$ cat config.mk
export PLATFORM = sky130hd
export DESIGN_NAME = agc_loop_top
export DESIGN_NICKNAME = d
export VERILOG_FILES = /design/src/design/agc_ctrl_pkg.sv /design/src/design/agc_loop_top.sv /design/src/design/agc_bus_master.sv /design/src/design/agc_loop_seq.sv /design/src/design/agc_host_regs.sv
export VERILOG_INCLUDE_DIRS = /design/src /design/src/design
export SDC_FILE = /design/constraint.sdc
export NUM_CORES = 1
export LEC_CHECK = 0
export BUFFER_PORTS_ARGS = -buffer_cell sky130_fd_sc_hd__buf_2
export CAP_MARGIN = 40
export CORE_ASPECT_RATIO = 1.2
export CORE_MARGIN = 3
export CORE_UTILIZATION = 45
export DETAILED_ROUTE_END_ITERATION = 16
export PLACE_DENSITY_LB_ADDON = 0.05
export SETUP_SLACK_MARGIN = 0.2
export SYNTH_ARGS = -nofsm -noshare
export SYNTH_HDL_FRONTEND = slang
export SYNTH_HIERARCHICAL = 1
export SYNTH_SLANG_ARGS = --single-unit
$ cat constraint.sdc
create_clock -name aclk -period 9.23 [get_ports aclk]
set_input_delay 1.3845 -clock aclk [delete_from_list [all_inputs] [get_ports aclk]]
set_output_delay 1.3845 -clock aclk [all_outputs]
set_load 0.01 [all_outputs]
$ cat src/design/agc_ctrl_consts.svh
`ifndef AGC_CTRL_CONSTS_SVH
`define AGC_CTRL_CONSTS_SVH

//////////////////////////////////////////////////
// Bus and data widths
//////////////////////////////////////////////////
`define AGC_ADDR_W              8
`define AGC_DATA_W              32
`define AGC_INFO_WORDS          6
`define AGC_SCALE_W             17
`define AGC_OFFSET_W            16

// Values loaded on reset
`define AGC_START_SCALE         17'd1500
`define AGC_START_OFFSET        16'd0
`define AGC_START_SCALE_DELTA   17'd30
`define AGC_START_OFFSET_DELTA  16'd25

//////////////////////////////////////////////////
// Loop limits
//////////////////////////////////////////////////
`define AGC_SCALE_MIN           32'h0001_2C     // Lowest scale the loop steps down to
`define AGC_SCALE_MAX           32'h0001_FBD0   // Highest scale the loop steps up to
`define AGC_TARGET_RMS_SQ       16
`define AGC_RMS_SQ_ERR          0
`define AGC_OFFSET_ERR          5               // Allowed above/below imbalance
`define AGC_TIMESCALE_BITS      4
`define AGC_BOOT_DELAY          31

// Command words for control register 0
`define AGC_CMD_START           32'h0000_0001
`define AGC_CMD_RESET           32'h0000_0004
`define AGC_CMD_LOAD            32'h0000_0300
`define AGC_CMD_APPLY           32'h0000_0400

// Register map
`define AGC_STATUS_DONE_BIT     1
`define AGC_ADDR_CTRL           8'h00
`define AGC_ADDR_SCALE          8'h10
`define AGC_ADDR_OFFSET         8'h14
`define HOST_ADDR_SCALE_DELTA   8'h40
`define HOST_ADDR_OFFSET_DELTA  8'h44

`endif
$ cat src/design/agc_ctrl_pkg.sv
`include "agc_ctrl_consts.svh"

package agc_ctrl_pkg;

    //////////////////////////////////////////////////
    // Vector types
    //////////////////////////////////////////////////
    typedef logic [`AGC_DATA_W-1:0]          word_t;
    typedef logic [`AGC_ADDR_W-1:0]          bus_addr_t;
    typedef logic [`AGC_SCALE_W-1:0]         scale_t;     // Unsigned gain
    typedef logic signed [`AGC_OFFSET_W-1:0] offset_t;    // Two's complement offset
    typedef logic [24:0]                     rms_sq_t;    // Mean square after timescale cut
    typedef logic [2:0]                      info_idx_t;

    // Status, sum of squares, above, below, scale, offset
    typedef word_t [`AGC_INFO_WORDS-1:0] info_array_t;

    //////////////////////////////////////////////////
    // Bus structs
    //////////////////////////////////////////////////
    typedef struct packed {
        logic      cyc;
        logic      we;
        bus_addr_t adr;
        word_t     dat;
    } wb_req_t;

    typedef struct packed {
        logic  ack;
        word_t dat;
    } wb_rsp_t;

    // One datapath transaction as handed to the bus master
    typedef struct packed {
        logic      we;
        bus_addr_t adr;
        word_t     dat;
    } bus_cmd_t;

    // State machines
    typedef enum logic [1:0] {
        HOST_IDLE,
        HOST_WRITE,
        HOST_READ,
        HOST_ACK
    } host_state_e;

    typedef enum logic [3:0] {
        LOOP_BOOT_DELAY,
        LOOP_WRITING,
        LOOP_LOADING,
        LOOP_APPLYING,
        LOOP_RESETTING,
        LOOP_STARTING,
        LOOP_WAITING,
        LOOP_READING,
        LOOP_CALCULATING
    } loop_state_e;

endpackage

$ cat src/design/agc_loop_top.sv
`timescale 1ns/1ps
`include "agc_ctrl_consts.svh"

module agc_loop_top
    import agc_ctrl_pkg::*;
(
    input  logic    aclk,
    input  logic    wb_rst_i,
    input  logic    agc_reset_i,
    input  wb_req_t host_req_i,
    output wb_rsp_t host_rsp_o,
    output wb_req_t agc_req_o,
    input  wb_rsp_t agc_rsp_i
);

    scale_t      scale_delta;
    offset_t     offset_delta;
    info_array_t info;
    logic        cmd_valid;
    bus_cmd_t    cmd;
    logic        cmd_done;
    word_t       rd_data;

    //////////////////////////////////////////////////
    // Host side
    //////////////////////////////////////////////////
    agc_host_regs u_host_regs (
        .aclk           (aclk),
        .wb_rst_i       (wb_rst_i),
        .host_req_i     (host_req_i),
        .host_rsp_o     (host_rsp_o),
        .info_i         (info),
        .scale_delta_o  (scale_delta),
        .offset_delta_o (offset_delta)
    );

    // Control loop
    agc_loop_seq u_loop_seq (
        .aclk           (aclk),
        .wb_rst_i       (wb_rst_i),
        .agc_reset_i    (agc_reset_i),
        .scale_delta_i  (scale_delta),
        .offset_delta_i (offset_delta),
        .info_o         (info),
        .cmd_valid_o    (cmd_valid),
        .cmd_o          (cmd),
        .cmd_done_i     (cmd_done),
        .rd_data_i      (rd_data)
    );

    // Datapath side
    agc_bus_master u_bus_master (
        .aclk        (aclk),
        .wb_rst_i    (wb_rst_i),
        .agc_reset_i (agc_reset_i),
        .cmd_valid_i (cmd_valid),
        .cmd_i       (cmd),
        .cmd_done_o  (cmd_done),
        .rd_data_o   (rd_data),
        .agc_req_o   (agc_req_o),
        .agc_rsp_i   (agc_rsp_i)
    );

endmodule

$ cat src/design/agc_bus_master.sv
`timescale 1ns/1ps
`include "agc_ctrl_consts.svh"

module agc_bus_master
    import agc_ctrl_pkg::*;
(
    input  logic     aclk,
    input  logic     wb_rst_i,
    input  logic     agc_reset_i,
    input  logic     cmd_valid_i,
    input  bus_cmd_t cmd_i,
    output logic     cmd_done_o,
    output word_t    rd_data_o,
    output wb_req_t  agc_req_o,
    input  wb_rsp_t  agc_rsp_i
);

    logic     busy_q;      // Idle or in flight, one transaction at a time
    logic     done_q;
    bus_cmd_t cmd_q;
    word_t    rd_data_q;

    //////////////////////////////////////////////////
    // Transaction engine
    //////////////////////////////////////////////////
    always_ff @(posedge aclk) begin
        if (wb_rst_i || agc_reset_i) begin
            busy_q <= 1'b0;
            done_q <= 1'b0;
        end else begin
            done_q <= 1'b0;
            if (!busy_q) begin
                if (cmd_valid_i) begin
                    busy_q <= 1'b1;         // cyc goes up next cycle
                end
            end else if (agc_rsp_i.ack) begin
                busy_q <= 1'b0;
                done_q <= 1'b1;             // Same cycle that cyc drops
            end
        end
    end

    // Command latch and read capture
    always_ff @(posedge aclk) begin
        if (!busy_q && cmd_valid_i) begin
            cmd_q <= cmd_i;
        end
        if (busy_q && agc_rsp_i.ack) begin
            rd_data_q <= agc_rsp_i.dat;
        end
    end

    assign agc_req_o = '{
        cyc: busy_q,
        we:  cmd_q.we,
        adr: cmd_q.adr,
        dat: cmd_q.dat
    };

    assign cmd_done_o = done_q;
    assign rd_data_o  = rd_data_q;

endmodule

$ cat src/design/agc_loop_seq.sv
`timescale 1ns/1ps
`include "agc_ctrl_consts.svh"

module agc_loop_seq
    import agc_ctrl_pkg::*;
(
    input  logic        aclk,
    input  logic        wb_rst_i,
    input  logic        agc_reset_i,
    input  scale_t      scale_delta_i,
    input  offset_t     offset_delta_i,
    output info_array_t info_o,
    output logic        cmd_valid_o,
    output bus_cmd_t    cmd_o,
    input  logic        cmd_done_i,
    input  word_t       rd_data_i
);

    localparam int BOOT_W = $clog2(`AGC_BOOT_DELAY + 1);

    // Positions in the info array
    localparam info_idx_t IDX_SUM_SQ = 3'd1;
    localparam info_idx_t IDX_ABOVE  = 3'd2;
    localparam info_idx_t IDX_BELOW  = 3'd3;
    localparam info_idx_t IDX_SCALE  = 3'd4;
    localparam info_idx_t IDX_OFFSET = 3'd5;

    loop_state_e       state_q;
    logic              busy_q;        // Command out, cmd_done not yet seen
    info_idx_t         idx_q;         // Write select, then read pointer
    logic [BOOT_W-1:0] boot_cnt_q;
    scale_t            scale_q;
    offset_t           offset_q;
    info_array_t       info_q;
    logic              cmd_valid_q;
    bus_cmd_t          cmd_q;

    bus_cmd_t          cmd_next;
    logic              issue;
    logic              done;
    rms_sq_t           rms_sq;
    scale_t            scale_next;
    offset_t           offset_next;

    assign done = busy_q && cmd_done_i;

    //////////////////////////////////////////////////
    // Command for the current state
    //////////////////////////////////////////////////
    always_comb begin
        cmd_next = '0;
        issue    = 1'b1;
        case (state_q)
            LOOP_WRITING: begin
                cmd_next.we = 1'b1;
                if (idx_q == '0) begin
                    cmd_next.adr = `AGC_ADDR_SCALE;
                    cmd_next.dat = word_t'(scale_q);
                end else begin
                    cmd_next.adr = `AGC_ADDR_OFFSET;
                    cmd_next.dat = {{(`AGC_DATA_W-`AGC_OFFSET_W){offset_q[15]}}, offset_q};
                end
            end
            LOOP_LOADING: begin
                cmd_next = '{we: 1'b1, adr: `AGC_ADDR_CTRL, dat: `AGC_CMD_LOAD};
            end
            LOOP_APPLYING: begin
                cmd_next = '{we: 1'b1, adr: `AGC_ADDR_CTRL, dat: `AGC_CMD_APPLY};
            end
            LOOP_RESETTING: begin
                cmd_next = '{we: 1'b1, adr: `AGC_ADDR_CTRL, dat: `AGC_CMD_RESET};
            end
            LOOP_STARTING: begin
                cmd_next = '{we: 1'b1, adr: `AGC_ADDR_CTRL, dat: `AGC_CMD_START};
            end
            LOOP_WAITING:  cmd_next.adr = `AGC_ADDR_CTRL;            // Status poll
            LOOP_READING:  cmd_next.adr = bus_addr_t'({idx_q, 2'b00});
            default:       issue = 1'b0;    // Boot delay and calculation
        endcase
    end

    //////////////////////////////////////////////////
    // Step calculation
    //////////////////////////////////////////////////
    always_comb begin
        rms_sq     = rms_sq_t'(info_q[IDX_SUM_SQ][24:17-`AGC_TIMESCALE_BITS]);
        scale_next = scale_q;
        if (rms_sq > (`AGC_TARGET_RMS_SQ + `AGC_RMS_SQ_ERR)) begin
            if (info_q[IDX_SCALE] > `AGC_SCALE_MIN) begin
                scale_next = info_q[IDX_SCALE][`AGC_SCALE_W-1:0] - scale_delta_i;
            end else begin
                scale_next = info_q[IDX_SCALE][`AGC_SCALE_W-1:0];  // Pinned at floor
            end
        end else if (rms_sq < (`AGC_TARGET_RMS_SQ - `AGC_RMS_SQ_ERR)) begin
            if (info_q[IDX_SCALE] < `AGC_SCALE_MAX) begin
                scale_next = info_q[IDX_SCALE][`AGC_SCALE_W-1:0] + scale_delta_i;
            end else begin
                scale_next = info_q[IDX_SCALE][`AGC_SCALE_W-1:0];  // Pinned at ceiling
            end
        end

        // Offset follows the above/below balance, wraps at 16 bits
        offset_next = offset_q;
        if (info_q[IDX_ABOVE] > info_q[IDX_BELOW] + `AGC_OFFSET_ERR) begin
            offset_next = info_q[IDX_OFFSET][`AGC_OFFSET_W-1:0] - offset_delta_i;
        end else if (info_q[IDX_BELOW] > info_q[IDX_ABOVE] + `AGC_OFFSET_ERR) begin
            offset_next = info_q[IDX_OFFSET][`AGC_OFFSET_W-1:0] + offset_delta_i;
        end
    end

    //////////////////////////////////////////////////
    // Loop FSM
    //////////////////////////////////////////////////
    always_ff @(posedge aclk) begin
        if (wb_rst_i || agc_reset_i) begin
            state_q     <= LOOP_BOOT_DELAY;
            busy_q      <= 1'b0;
            idx_q       <= '0;
            boot_cnt_q  <= BOOT_W'(`AGC_BOOT_DELAY);
            scale_q     <= `AGC_START_SCALE;
            offset_q    <= `AGC_START_OFFSET;
            cmd_valid_q <= 1'b0;
        end else begin
            cmd_valid_q <= issue && !busy_q;
            if (issue && !busy_q) begin
                busy_q <= 1'b1;
            end else if (done) begin
                busy_q <= 1'b0;
            end

            case (state_q)
                LOOP_BOOT_DELAY: begin
                    if (boot_cnt_q != '0) begin
                        boot_cnt_q <= boot_cnt_q - 1'b1;
                    end else begin
                        state_q <= LOOP_WRITING;
                        idx_q   <= '0;
                    end
                end
                LOOP_WRITING: begin
                    if (done) begin
                        if (idx_q == '0) begin
                            idx_q <= 3'd1;         // Offset next
                        end else begin
                            idx_q   <= '0;
                            state_q <= LOOP_LOADING;
                        end
                    end
                end
                LOOP_LOADING:   if (done) state_q <= LOOP_APPLYING;
                LOOP_APPLYING:  if (done) state_q <= LOOP_RESETTING;
                LOOP_RESETTING: if (done) state_q <= LOOP_STARTING;
                LOOP_STARTING:  if (done) state_q <= LOOP_WAITING;
                LOOP_WAITING: begin
                    // Not done yet means another poll
                    if (done && rd_data_i[`AGC_STATUS_DONE_BIT]) begin
                        state_q <= LOOP_READING;
                        idx_q   <= '0;
                    end
                end
                LOOP_READING: begin
                    if (done) begin
                        if (idx_q == info_idx_t'(`AGC_INFO_WORDS - 1)) begin
                            idx_q   <= '0;
                            state_q <= LOOP_CALCULATING;
                        end else begin
                            idx_q <= idx_q + 1'b1;
                        end
                    end
                end
                default: begin
                    scale_q  <= scale_next;
                    offset_q <= offset_next;
                    state_q  <= LOOP_WRITING;
                    idx_q    <= '0;
                end
            endcase
        end
    end

    // Payload registers
    always_ff @(posedge aclk) begin
        if (issue && !busy_q) begin
            cmd_q <= cmd_next;
        end
        if (state_q == LOOP_READING && done) begin
            info_q[idx_q] <= rd_data_i;
        end
    end

    assign cmd_valid_o = cmd_valid_q;
    assign cmd_o       = cmd_q;
    assign info_o      = info_q;

endmodule

$ cat src/design/agc_host_regs.sv
`timescale 1ns/1ps
`include "agc_ctrl_consts.svh"

module agc_host_regs
    import agc_ctrl_pkg::*;
(
    input  logic        aclk,
    input  logic        wb_rst_i,
    input  wb_req_t     host_req_i,
    output wb_rsp_t     host_rsp_o,
    input  info_array_t info_i,
    output scale_t      scale_delta_o,
    output offset_t     offset_delta_o
);

    host_state_e state_q;
    word_t       rsp_dat_q;       // Read data held for the ack cycle
    scale_t      scale_delta_q;
    offset_t     offset_delta_q;
    word_t       rd_word;
    info_idx_t   info_idx;

    assign info_idx = host_req_i.adr[4:2];

    // Read mux, bit 6 picks the step registers over the info words
    always_comb begin
        rd_word = '0;
        if (host_req_i.adr[6]) begin
            case (host_req_i.adr)
                `HOST_ADDR_SCALE_DELTA:  rd_word = word_t'(scale_delta_q);
                `HOST_ADDR_OFFSET_DELTA: rd_word = {{(`AGC_DATA_W-`AGC_OFFSET_W){offset_delta_q[15]}},
                                                    offset_delta_q};
                default:                 rd_word = '0;
            endcase
        end else if (host_req_i.adr[5:2] < `AGC_INFO_WORDS) begin
            rd_word = info_i[info_idx];
        end
    end

    //////////////////////////////////////////////////
    // Target FSM
    //////////////////////////////////////////////////
    always_ff @(posedge aclk) begin
        if (wb_rst_i) begin
            state_q        <= HOST_IDLE;
            scale_delta_q  <= `AGC_START_SCALE_DELTA;
            offset_delta_q <= `AGC_START_OFFSET_DELTA;
        end else begin
            case (state_q)
                HOST_IDLE: begin
                    if (host_req_i.cyc) begin
                        state_q <= host_req_i.we ? HOST_WRITE : HOST_READ;
                    end
                end
                HOST_WRITE: begin
                    // Writes outside the step registers are acked and dropped
                    if (host_req_i.adr == `HOST_ADDR_SCALE_DELTA) begin
                        scale_delta_q <= host_req_i.dat[`AGC_SCALE_W-1:0];
                    end else if (host_req_i.adr == `HOST_ADDR_OFFSET_DELTA) begin
                        offset_delta_q <= host_req_i.dat[`AGC_OFFSET_W-1:0];
                    end
                    state_q <= HOST_ACK;
                end
                HOST_READ: state_q <= HOST_ACK;
                default:   state_q <= HOST_IDLE;    // Ack lasts one cycle
            endcase
        end
    end

    always_ff @(posedge aclk) begin
        if (state_q == HOST_READ) begin
            rsp_dat_q <= rd_word;
        end
    end

    assign host_rsp_o = '{ack: (state_q == HOST_ACK), dat: rsp_dat_q};

    assign scale_delta_o  = scale_delta_q;
    assign offset_delta_o = offset_delta_q;

endmodule

==> results of run 1 <==
-- cell usage in the layout, fill, tap and decap left out, drive strengths merged, types with 18 or more instances in the layout --
| cell type | count |
|---|---|
| nand4 | 33 |
| nor3 | 34 |
| a21oi | 110 |
| dfxtp | 84 |
| a22oi | 18 |
| nor4 | 21 |
| clkbuf | 57 |
| nor2 | 121 |
| xnor2 | 36 |
| mux2 | 53 |
| nand3 | 29 |
| inv | 61 |
| buf | 170 |
| xor2 | 58 |
| o21ai | 83 |
| nand2 | 132 |
| edfxtp | 319 |
| nand2b | 49 |
| mux2i | 105 |
| ha | 119 |
-- stage by stage --
stage / util [%] / total power, mW / setup WS (ns) / cells / hold WS, ns
finish: 51.5 / 3.80 / 1.79 / 2583 / 0.414
global route: 51.5 / 3.93 / 1.06 / 2583 / 0.424
CTS: 51.5 / 3.85 / 1.79 / 2583 / 0.418
detailed placement: 48.8 / 2.27 / 1.83 / 2509 / 0.405
global placement: 48.5 / 2.25 / 1.80 / 2499 / 0.402
floorplan: - / 2.16 / 3.62 / 1815 / 0.400
-- routing by layer --
layer | track usage (%) | part of all wire [%] | wire length (um)
met3 | 3.13 | 4.5 | 2580
met5 | 0 | 0 | 0
met2 | 39.2 | 48 | 27800
met1 | 30.6 | 44 | 25100
met4 | 8.77 | 3.7 | 2160
-- cells by family after synthesis --
| family | share of synthesized area [%] |
|---|---|
| simple gates | 12.3 |
| flops | 53.5 |
| compound gates | 11.8 |
| mux | 7.82 |
| buf+inv | 3.33 |
| fa+ha+maj | 7.35 |
| xor+xnor | 3.91 |
| other cells | 0.0178 |
-- layout make-up --
type	count	area, um^2	area share (%)
inverters	60	225	0.949
repair buffers	170	1040	4.37
clock buffers	57	1130	4.75
clock inverters	17	115	0.485
multi-input cells	1260	9200	38.8
well taps	616	771	3.25
flip-flops and latches	403	11300	47.4
-- worst reg2reg max path, cell delays in order (launching register included) --
cell                        delay, ns
sky130_fd_sc_hd__edfxtp_1        0.40
sky130_fd_sc_hd__ha_1            0.26
sky130_fd_sc_hd__nor2_1          0.06
sky130_fd_sc_hd__nor3b_1         0.58
sky130_fd_sc_hd__nand2_1         0.23
sky130_fd_sc_hd__nor2_1          0.19
sky130_fd_sc_hd__nand4_1         0.26
sky130_fd_sc_hd__nor2_1          0.29
sky130_fd_sc_hd__nand2_1         0.10
sky130_fd_sc_hd__xor2_1          0.15
sky130_fd_sc_hd__ha_1            0.31
sky130_fd_sc_hd__a21oi_1         0.15
sky130_fd_sc_hd__nand2_1         0.07
sky130_fd_sc_hd__a221oi_1        0.25
sky130_fd_sc_hd__o21ai_0         0.31
sky130_fd_sc_hd__o21ai_2         0.74
sky130_fd_sc_hd__mux2_2          0.45
sky130_fd_sc_hd__fa_1            0.45
sky130_fd_sc_hd__a211oi_1        0.25
sky130_fd_sc_hd__nor2_1          0.13
sky130_fd_sc_hd__o41ai_1         0.65
sky130_fd_sc_hd__o211ai_1        0.25
sky130_fd_sc_hd__a2111oi_0       0.42
sky130_fd_sc_hd__a41o_1          0.14
sky130_fd_sc_hd__o21ai_0         0.08
sky130_fd_sc_hd__a21oi_1         0.18
-- how the worst max path moves through the flow --
stage,startpoint,endpoint,slack (ns),cells past startpoint
floorplan,u_loop_seq/info_o[97]$_DFFE_PP_,u_loop_seq/offset_q[14]$_SDFFE_PP0P_,3.62,27
global placement,u_loop_seq/info_o[97]$_DFFE_PP_,u_loop_seq/offset_q[14]$_SDFFE_PP0P_,1.80,25
detailed placement,u_loop_seq/info_o[97]$_DFFE_PP_,u_loop_seq/offset_q[14]$_SDFFE_PP0P_,1.83,25
CTS,u_loop_seq/info_o[97]$_DFFE_PP_,u_loop_seq/offset_q[14]$_SDFFE_PP0P_,1.79,25
global route,u_loop_seq/info_o[99]$_DFFE_PP_,u_loop_seq/offset_q[14]$_SDFFE_PP0P_,1.06,24
finish,u_loop_seq/info_o[97]$_DFFE_PP_,u_loop_seq/offset_q[14]$_SDFFE_PP0P_,1.79,25
-- power breakdown --
group          switching (mW)  internal [mW]  leakage [nW]
registers              0.0163           1.99          3.54
clock network           0.683          0.885         0.609
logic                   0.135         0.0884          4.49
total                   0.834           2.96          8.64
-- registers in the layout (all words and copies together), names as in the netlist --
signal	count
u_loop_seq/info_o	192
u_bus_master/agc_req_o	41
u_bus_master/rd_data_o	32
u_host_regs/rsp_dat_q	32
u_loop_seq/cmd_o	22
u_host_regs/scale_delta_o	17
u_loop_seq/scale_q	17
u_host_regs/offset_delta_o	16
u_loop_seq/offset_q	16
u_loop_seq/boot_cnt_q	5
u_loop_seq/state_q	4
u_loop_seq/idx_q	3
u_host_regs/state_q	2
u_bus_master/busy_q	1
u_bus_master/cmd_done_o	1
u_loop_seq/busy_q	1
u_loop_seq/cmd_valid_o	1
==> impl_metrics.ini, run 1 <==
[critical_path]
critical_path_required_ns = 9.72
worstSetupEndpointType = register
crit_family = compound AO/OA/AOI/OAI gates
critical_path_start_end_classification = reg -> reg
cp_data_arrival_time_ns = 7.92
worstReg2RegEnd = u_loop_seq/offset_q[14]$_SDFFE_PP0P_
wp_buf_inv = 0
r2r_cells = 25
critPathMaxFanout = 15
cp-start-kind = register
crit_path_frequent_cell = sky130_fd_sc_hd__nor2_1
critPathMaxStageDelay_ns = 0.74
reg2reg_setup_slack_ns = 1.79
cpMaxStageDelayCell = sky130_fd_sc_hd__o21ai_2
regToRegStartpoint = u_loop_seq/info_o[97]$_DFFE_PP_

[clock_network]
clockRootBuffer = sky130_fd_sc_hd__clkbuf_16
post-cts-setup-buffers = 0
insertion_delay_ns = 0.56
cts_resized = 0
cts_tree = built
worst_setup_hold_path_clk_slew_ns = 0.06
h_tree_depth = 2
cts-hold-fix-buffers = 0
cts_buffer_depth = 3
cts_buffers = 42
clkSinkCount = 403

[min_path]
worstHoldPathType = reg -> reg
worstHoldPathCells = 0
min_from = u_loop_seq/cmd_o[6]$_SDFFCE_PN0P_
hold_path_end = u_bus_master/agc_req_o[6]$_DFFE_PP_

[synthesis]
async_flop_share_pct = 0
syn-instance-count = 1811
synth_area_leader_cell = sky130_fd_sc_hd__edfxtp_1
synth.top_cell.area_share_pct = 45.5
most_frequently_used_flop_master_after_synthesis = sky130_fd_sc_hd__edfxtp_1
synth.ff_latch_count = 403
synth_warnings = 6
netlist_top_cells_area = sky130_fd_sc_hd__edfxtp_1, sky130_fd_sc_hd__dfxtp_1, sky130_fd_sc_hd__ha_1
ys_types = 85
mappedNetlistArea_mm2 = 0.0211
seq_area_frac_synth_pct = 53.5
synth.most_common_cell = sky130_fd_sc_hd__edfxtp_1
syn_avg_cell_area_um2 = 11.6
synth_commonest_cells = sky130_fd_sc_hd__edfxtp_1, sky130_fd_sc_hd__nand2_1, sky130_fd_sc_hd__nor2_1
synth-edff-count = 319

[sta]
timing_max_transition_violations_final = 0
clock_skew_ns = 0.0111
fmaxAchievable_mhz = 134
fin_crit_ns = 7.44
rsz0062_at_grt = no
timing.setup.tns_ns = 0
hold_viol_final = 0
setup_violations = 0
period_share_pct = 80.6
max-slew-margin-rel_pct = 40.7
tightestPinTransition_ns = 0.890

[final_layout]
total_inserted_antenna_cells = 0
design.final.nets = 2137
post_route_cells_drive_above_1_share_pct = 16.7
fillers = 4150
signed_area_change_from_the_synthesized_netlist_to_the_final_layout_pct = 12.7
layout.cell_area.non_filler_mm2 = 0.0237

[floorplanning]
design.die.area_mm2 = 0.0494
fp.dieW_um = 203
core.rowCount = 86
die_h_um = 243
initial_utilization_pct = 45.7
core_region_area_mm2 = 0.0461
ioPinCount = 153

[drt]
avgRoutedWirePerCell_um = 22.3
dr_total_vias = 14700
drt_via_density = 5.68
drtAntennaViolNets = 0
firstDrtPassIters = 5
post-route-drc-count = 0
drt-initial-drc-count = 933
routed_wirelength_um = 57700

[global_routing]
grt_pass1_wl_um = 87900
grt_pass1_vias = 14600
grt_start_max_net_pins = 56
grt_antenna_before_repair = 0
globalRouteOverflowTotal = 0
grt.total_usage_pct = 23.2

[power_and_ir_drop]
static-leakage-power_nw = 8.64
pwr_density_cell_mw_per_mm2 = 160
vdd_drop_max_mv = 0.144

[place]
routabilityCongestion = 0.894
numPortBuffers = 137
dpl_hpwl_um = 42500
place_area_mm2 = 0.0225

[status]
status = completed

[run]
drv.max_cap_violation_count = 0
Note: power is estimated with default switching activity, not from simulation.
==> run 2, diff against run 1 <==
==> constraint.sdc (replaced) <==
create_clock -name aclk -period 6.5 [get_ports aclk]
set_input_delay 0.975 -clock aclk [delete_from_list [all_inputs] [get_ports aclk]]
set_output_delay 0.975 -clock aclk [all_outputs]
set_load 0.01 [all_outputs]
==> impl_metrics.ini, run 2 (synthesis gave the netlist of run 1 again) <==
[drt]
routed_wirelength_um = 57900
dr_total_vias = 14600
post-route-drc-count = 0
avgRoutedWirePerCell_um = 22.2
drt_via_density = 5.61
firstDrtPassIters = 8
drt-initial-drc-count = 957
drtAntennaViolNets = 0

[critical_path]
r2r_cells = 28
worstReg2RegEnd = u_loop_seq/offset_q[14]$_SDFFE_PP0P_
cp-start-kind = register
cp_data_arrival_time_ns = 6.47
crit_path_frequent_cell = sky130_fd_sc_hd__buf_4
critPathMaxFanout = 4
worstSetupEndpointType = register
reg2reg_setup_slack_ns = 0.51
cpMaxStageDelayCell = sky130_fd_sc_hd__a2111oi_1
critical_path.startpoint = u_loop_seq/info_o[101]$_DFFE_PP_
critical_path_start_end_classification = reg -> reg
critPathMaxStageDelay_ns = 0.42
regToRegStartpoint = u_loop_seq/info_o[101]$_DFFE_PP_
cp-endpoint = u_loop_seq/offset_q[14]$_SDFFE_PP0P_
critical_path_required_ns = 6.99

[sta]
fmaxAchievable_mhz = 167
timing.setup.tns_ns = 0
hold_viol_final = 0
finalWorstSetupSlack_ns = 0.515
period_share_pct = 92.1
timing_max_transition_violations_final = 0
tightestPinTransition_ns = 0.872
rsz0062_at_grt = no
max-slew-margin-rel_pct = 41.0
fin_crit_ns = 5.99
setup_violations = 0
clock_skew_ns = 0.0256

[global_routing]
grt_pass1_wl_um = 87800
busiest_layer = met2
globalRouteMet2Util_pct = 38.3
grt_start_max_net_pins = 55
grt.total_usage_pct = 23.2
use_met3_pct = 3.61
globalRouteOverflowTotal = 0
grt_antenna_before_repair = 0
gr-usage-met1_pct = 30.6
grt_pass1_vias = 14500

[clock_network]
cts_tree = built
cts_buffers = 41
worst_setup_hold_path_clk_slew_ns = 0.06
clockRootBuffer = sky130_fd_sc_hd__clkbuf_16
cts-hold-fix-buffers = 0
insertion_delay_ns = 0.57
cts_buffer_depth = 3
clkSinkCount = 403
h_tree_depth = 2

[power_and_ir_drop]
pwr_density_cell_mw_per_mm2 = 232
p_total_mw = 5.58
static-leakage-power_nw = 8.80
vdd_drop_max_mv = 0.213

[status]
status = completed

[floorplanning]
core.rowCount = 86
die_h_um = 243
ioPinCount = 153
fp.dieW_um = 203
initial_utilization_pct = 45.7
core_region_area_mm2 = 0.0461
design.die.area_mm2 = 0.0494

[final_layout]
largest_reg_flops = 192
regArea_mm2 = 0.0113
multiInputGateArea_mm2 = 0.00928
signed_area_change_from_the_synthesized_netlist_to_the_final_layout_pct = 14.4
most-common-layout-cells = sky130_fd_sc_hd__edfxtp_1, sky130_fd_sc_hd__buf_2, sky130_fd_sc_hd__nand2_1
postLayoutCoreUtil_pct = 52.3
fillers = 4121
commonest_non_fill_non_tap_cell_in_the_layout = sky130_fd_sc_hd__edfxtp_1
post_route_cells_drive_above_1_share_pct = 18.6
design.final.nets = 2156

[place]
dpl_hpwl_um = 42800
numPortBuffers = 137
routabilityCongestion = 0.887
place_ws_ns = 0.198

[min_path]
min_from = u_loop_seq/cmd_o[3]$_SDFFCE_PN0P_
worstHoldPathType = reg -> reg

[run]
drv.max_cap_violation_count = 0
-- run 2: cell count changes in the layout (fill, tap and decap cells not counted), sizes merged --
cell / previous run / this run
buf: 170 / 190
bufinv: 1 / 5
clkbuf: 57 / 50
clkinv: 13 / 15
diode: 0 / 2
inv: 61 / 62
-- run 2: worst min path at each step --
stage / depth (start not counted) / endpoint / slack (ns)
6_report: 0 / u_bus_master/agc_req_o[3]$_DFFE_PP_ / 0.42
5_1_grt: 0 / u_bus_master/agc_req_o[6]$_DFFE_PP_ / 0.42
4_1_cts: 0 / u_bus_master/agc_req_o[3]$_DFFE_PP_ / 0.42
3_5_place_dp: 0 / u_bus_master/agc_req_o[12]$_DFFE_PP_ / 0.41
3_3_place_gp: 0 / u_bus_master/agc_req_o[36]$_DFFE_PP_ / 0.40
2_1_floorplan: 0 / u_bus_master/agc_req_o[0]$_DFFE_PP_ / 0.40
-- run 2: area by class of cell --
| type | instances | share of cell area, % |
|---|---|---|
| flip-flops and latches | 403 | 46.7 |
| multi-input cells | 1260 | 38.5 |
| repair buffers | 190 | 4.87 |
| clock buffers | 50 | 4.53 |
| well taps | 616 | 3.20 |
| clock inverters | 24 | 1.17 |
| inverters | 60 | 0.935 |
| diodes | 2 | 0.0208 |
-- run 2: per-layer routing --
| metal | up-vias | share of wire, % |
|---|---|---|
| met5 | - | 0 |
| met4 | 0 | 4.4 |
| met3 | 105 | 4.3 |
| met2 | 334 | 48 |
| met1 | 7097 | 44 |
| li1 | 7080 | - |
-- run 2: repair_timing --
action                     in CTS  in global routing
buffers inserted                1                  3
gates resized for setup         2                 21
pin swaps                       1                 12
setup endpoints to repair       1                  5
-- run 2: metrics by stage --
step	std cells	hold WS [ns]	cell area [um^2]
after floorplan	1815	0.400	21100
after global placement	2518	0.401	22500
after detailed placement	2525	0.406	22600
after CTS	2600	0.421	24000
after global routing	2603	0.424	24100
final	2605	0.418	24100
-- run 2: worst max-delay path, delay by kind of cell (launching register included) --
kind | cells | cell delay, ns
AND/OR/NAND/NOR | 10 | 1.71
XOR/XNOR | 1 | 0.16
flip-flops | 1 | 0.39
AO/OA/AOI/OAI | 9 | 1.82
adder cells (fa/ha/maj) | 2 | 0.69
buffers and inverters | 5 | 0.75
multiplexers | 1 | 0.33
-- run 2: power by group --
| group | leakage (nW) | internal, mW | switching (mW) | total (mW) |
|---|---|---|---|---|
| combinational | 4.59 | 0.125 | 0.192 | 0.317 |
| sequential | 3.54 | 2.83 | 0.0233 | 2.85 |
| clock | 0.666 | 1.41 | 1.01 | 2.42 |
| total | 8.80 | 4.35 | 1.23 | 5.58 |
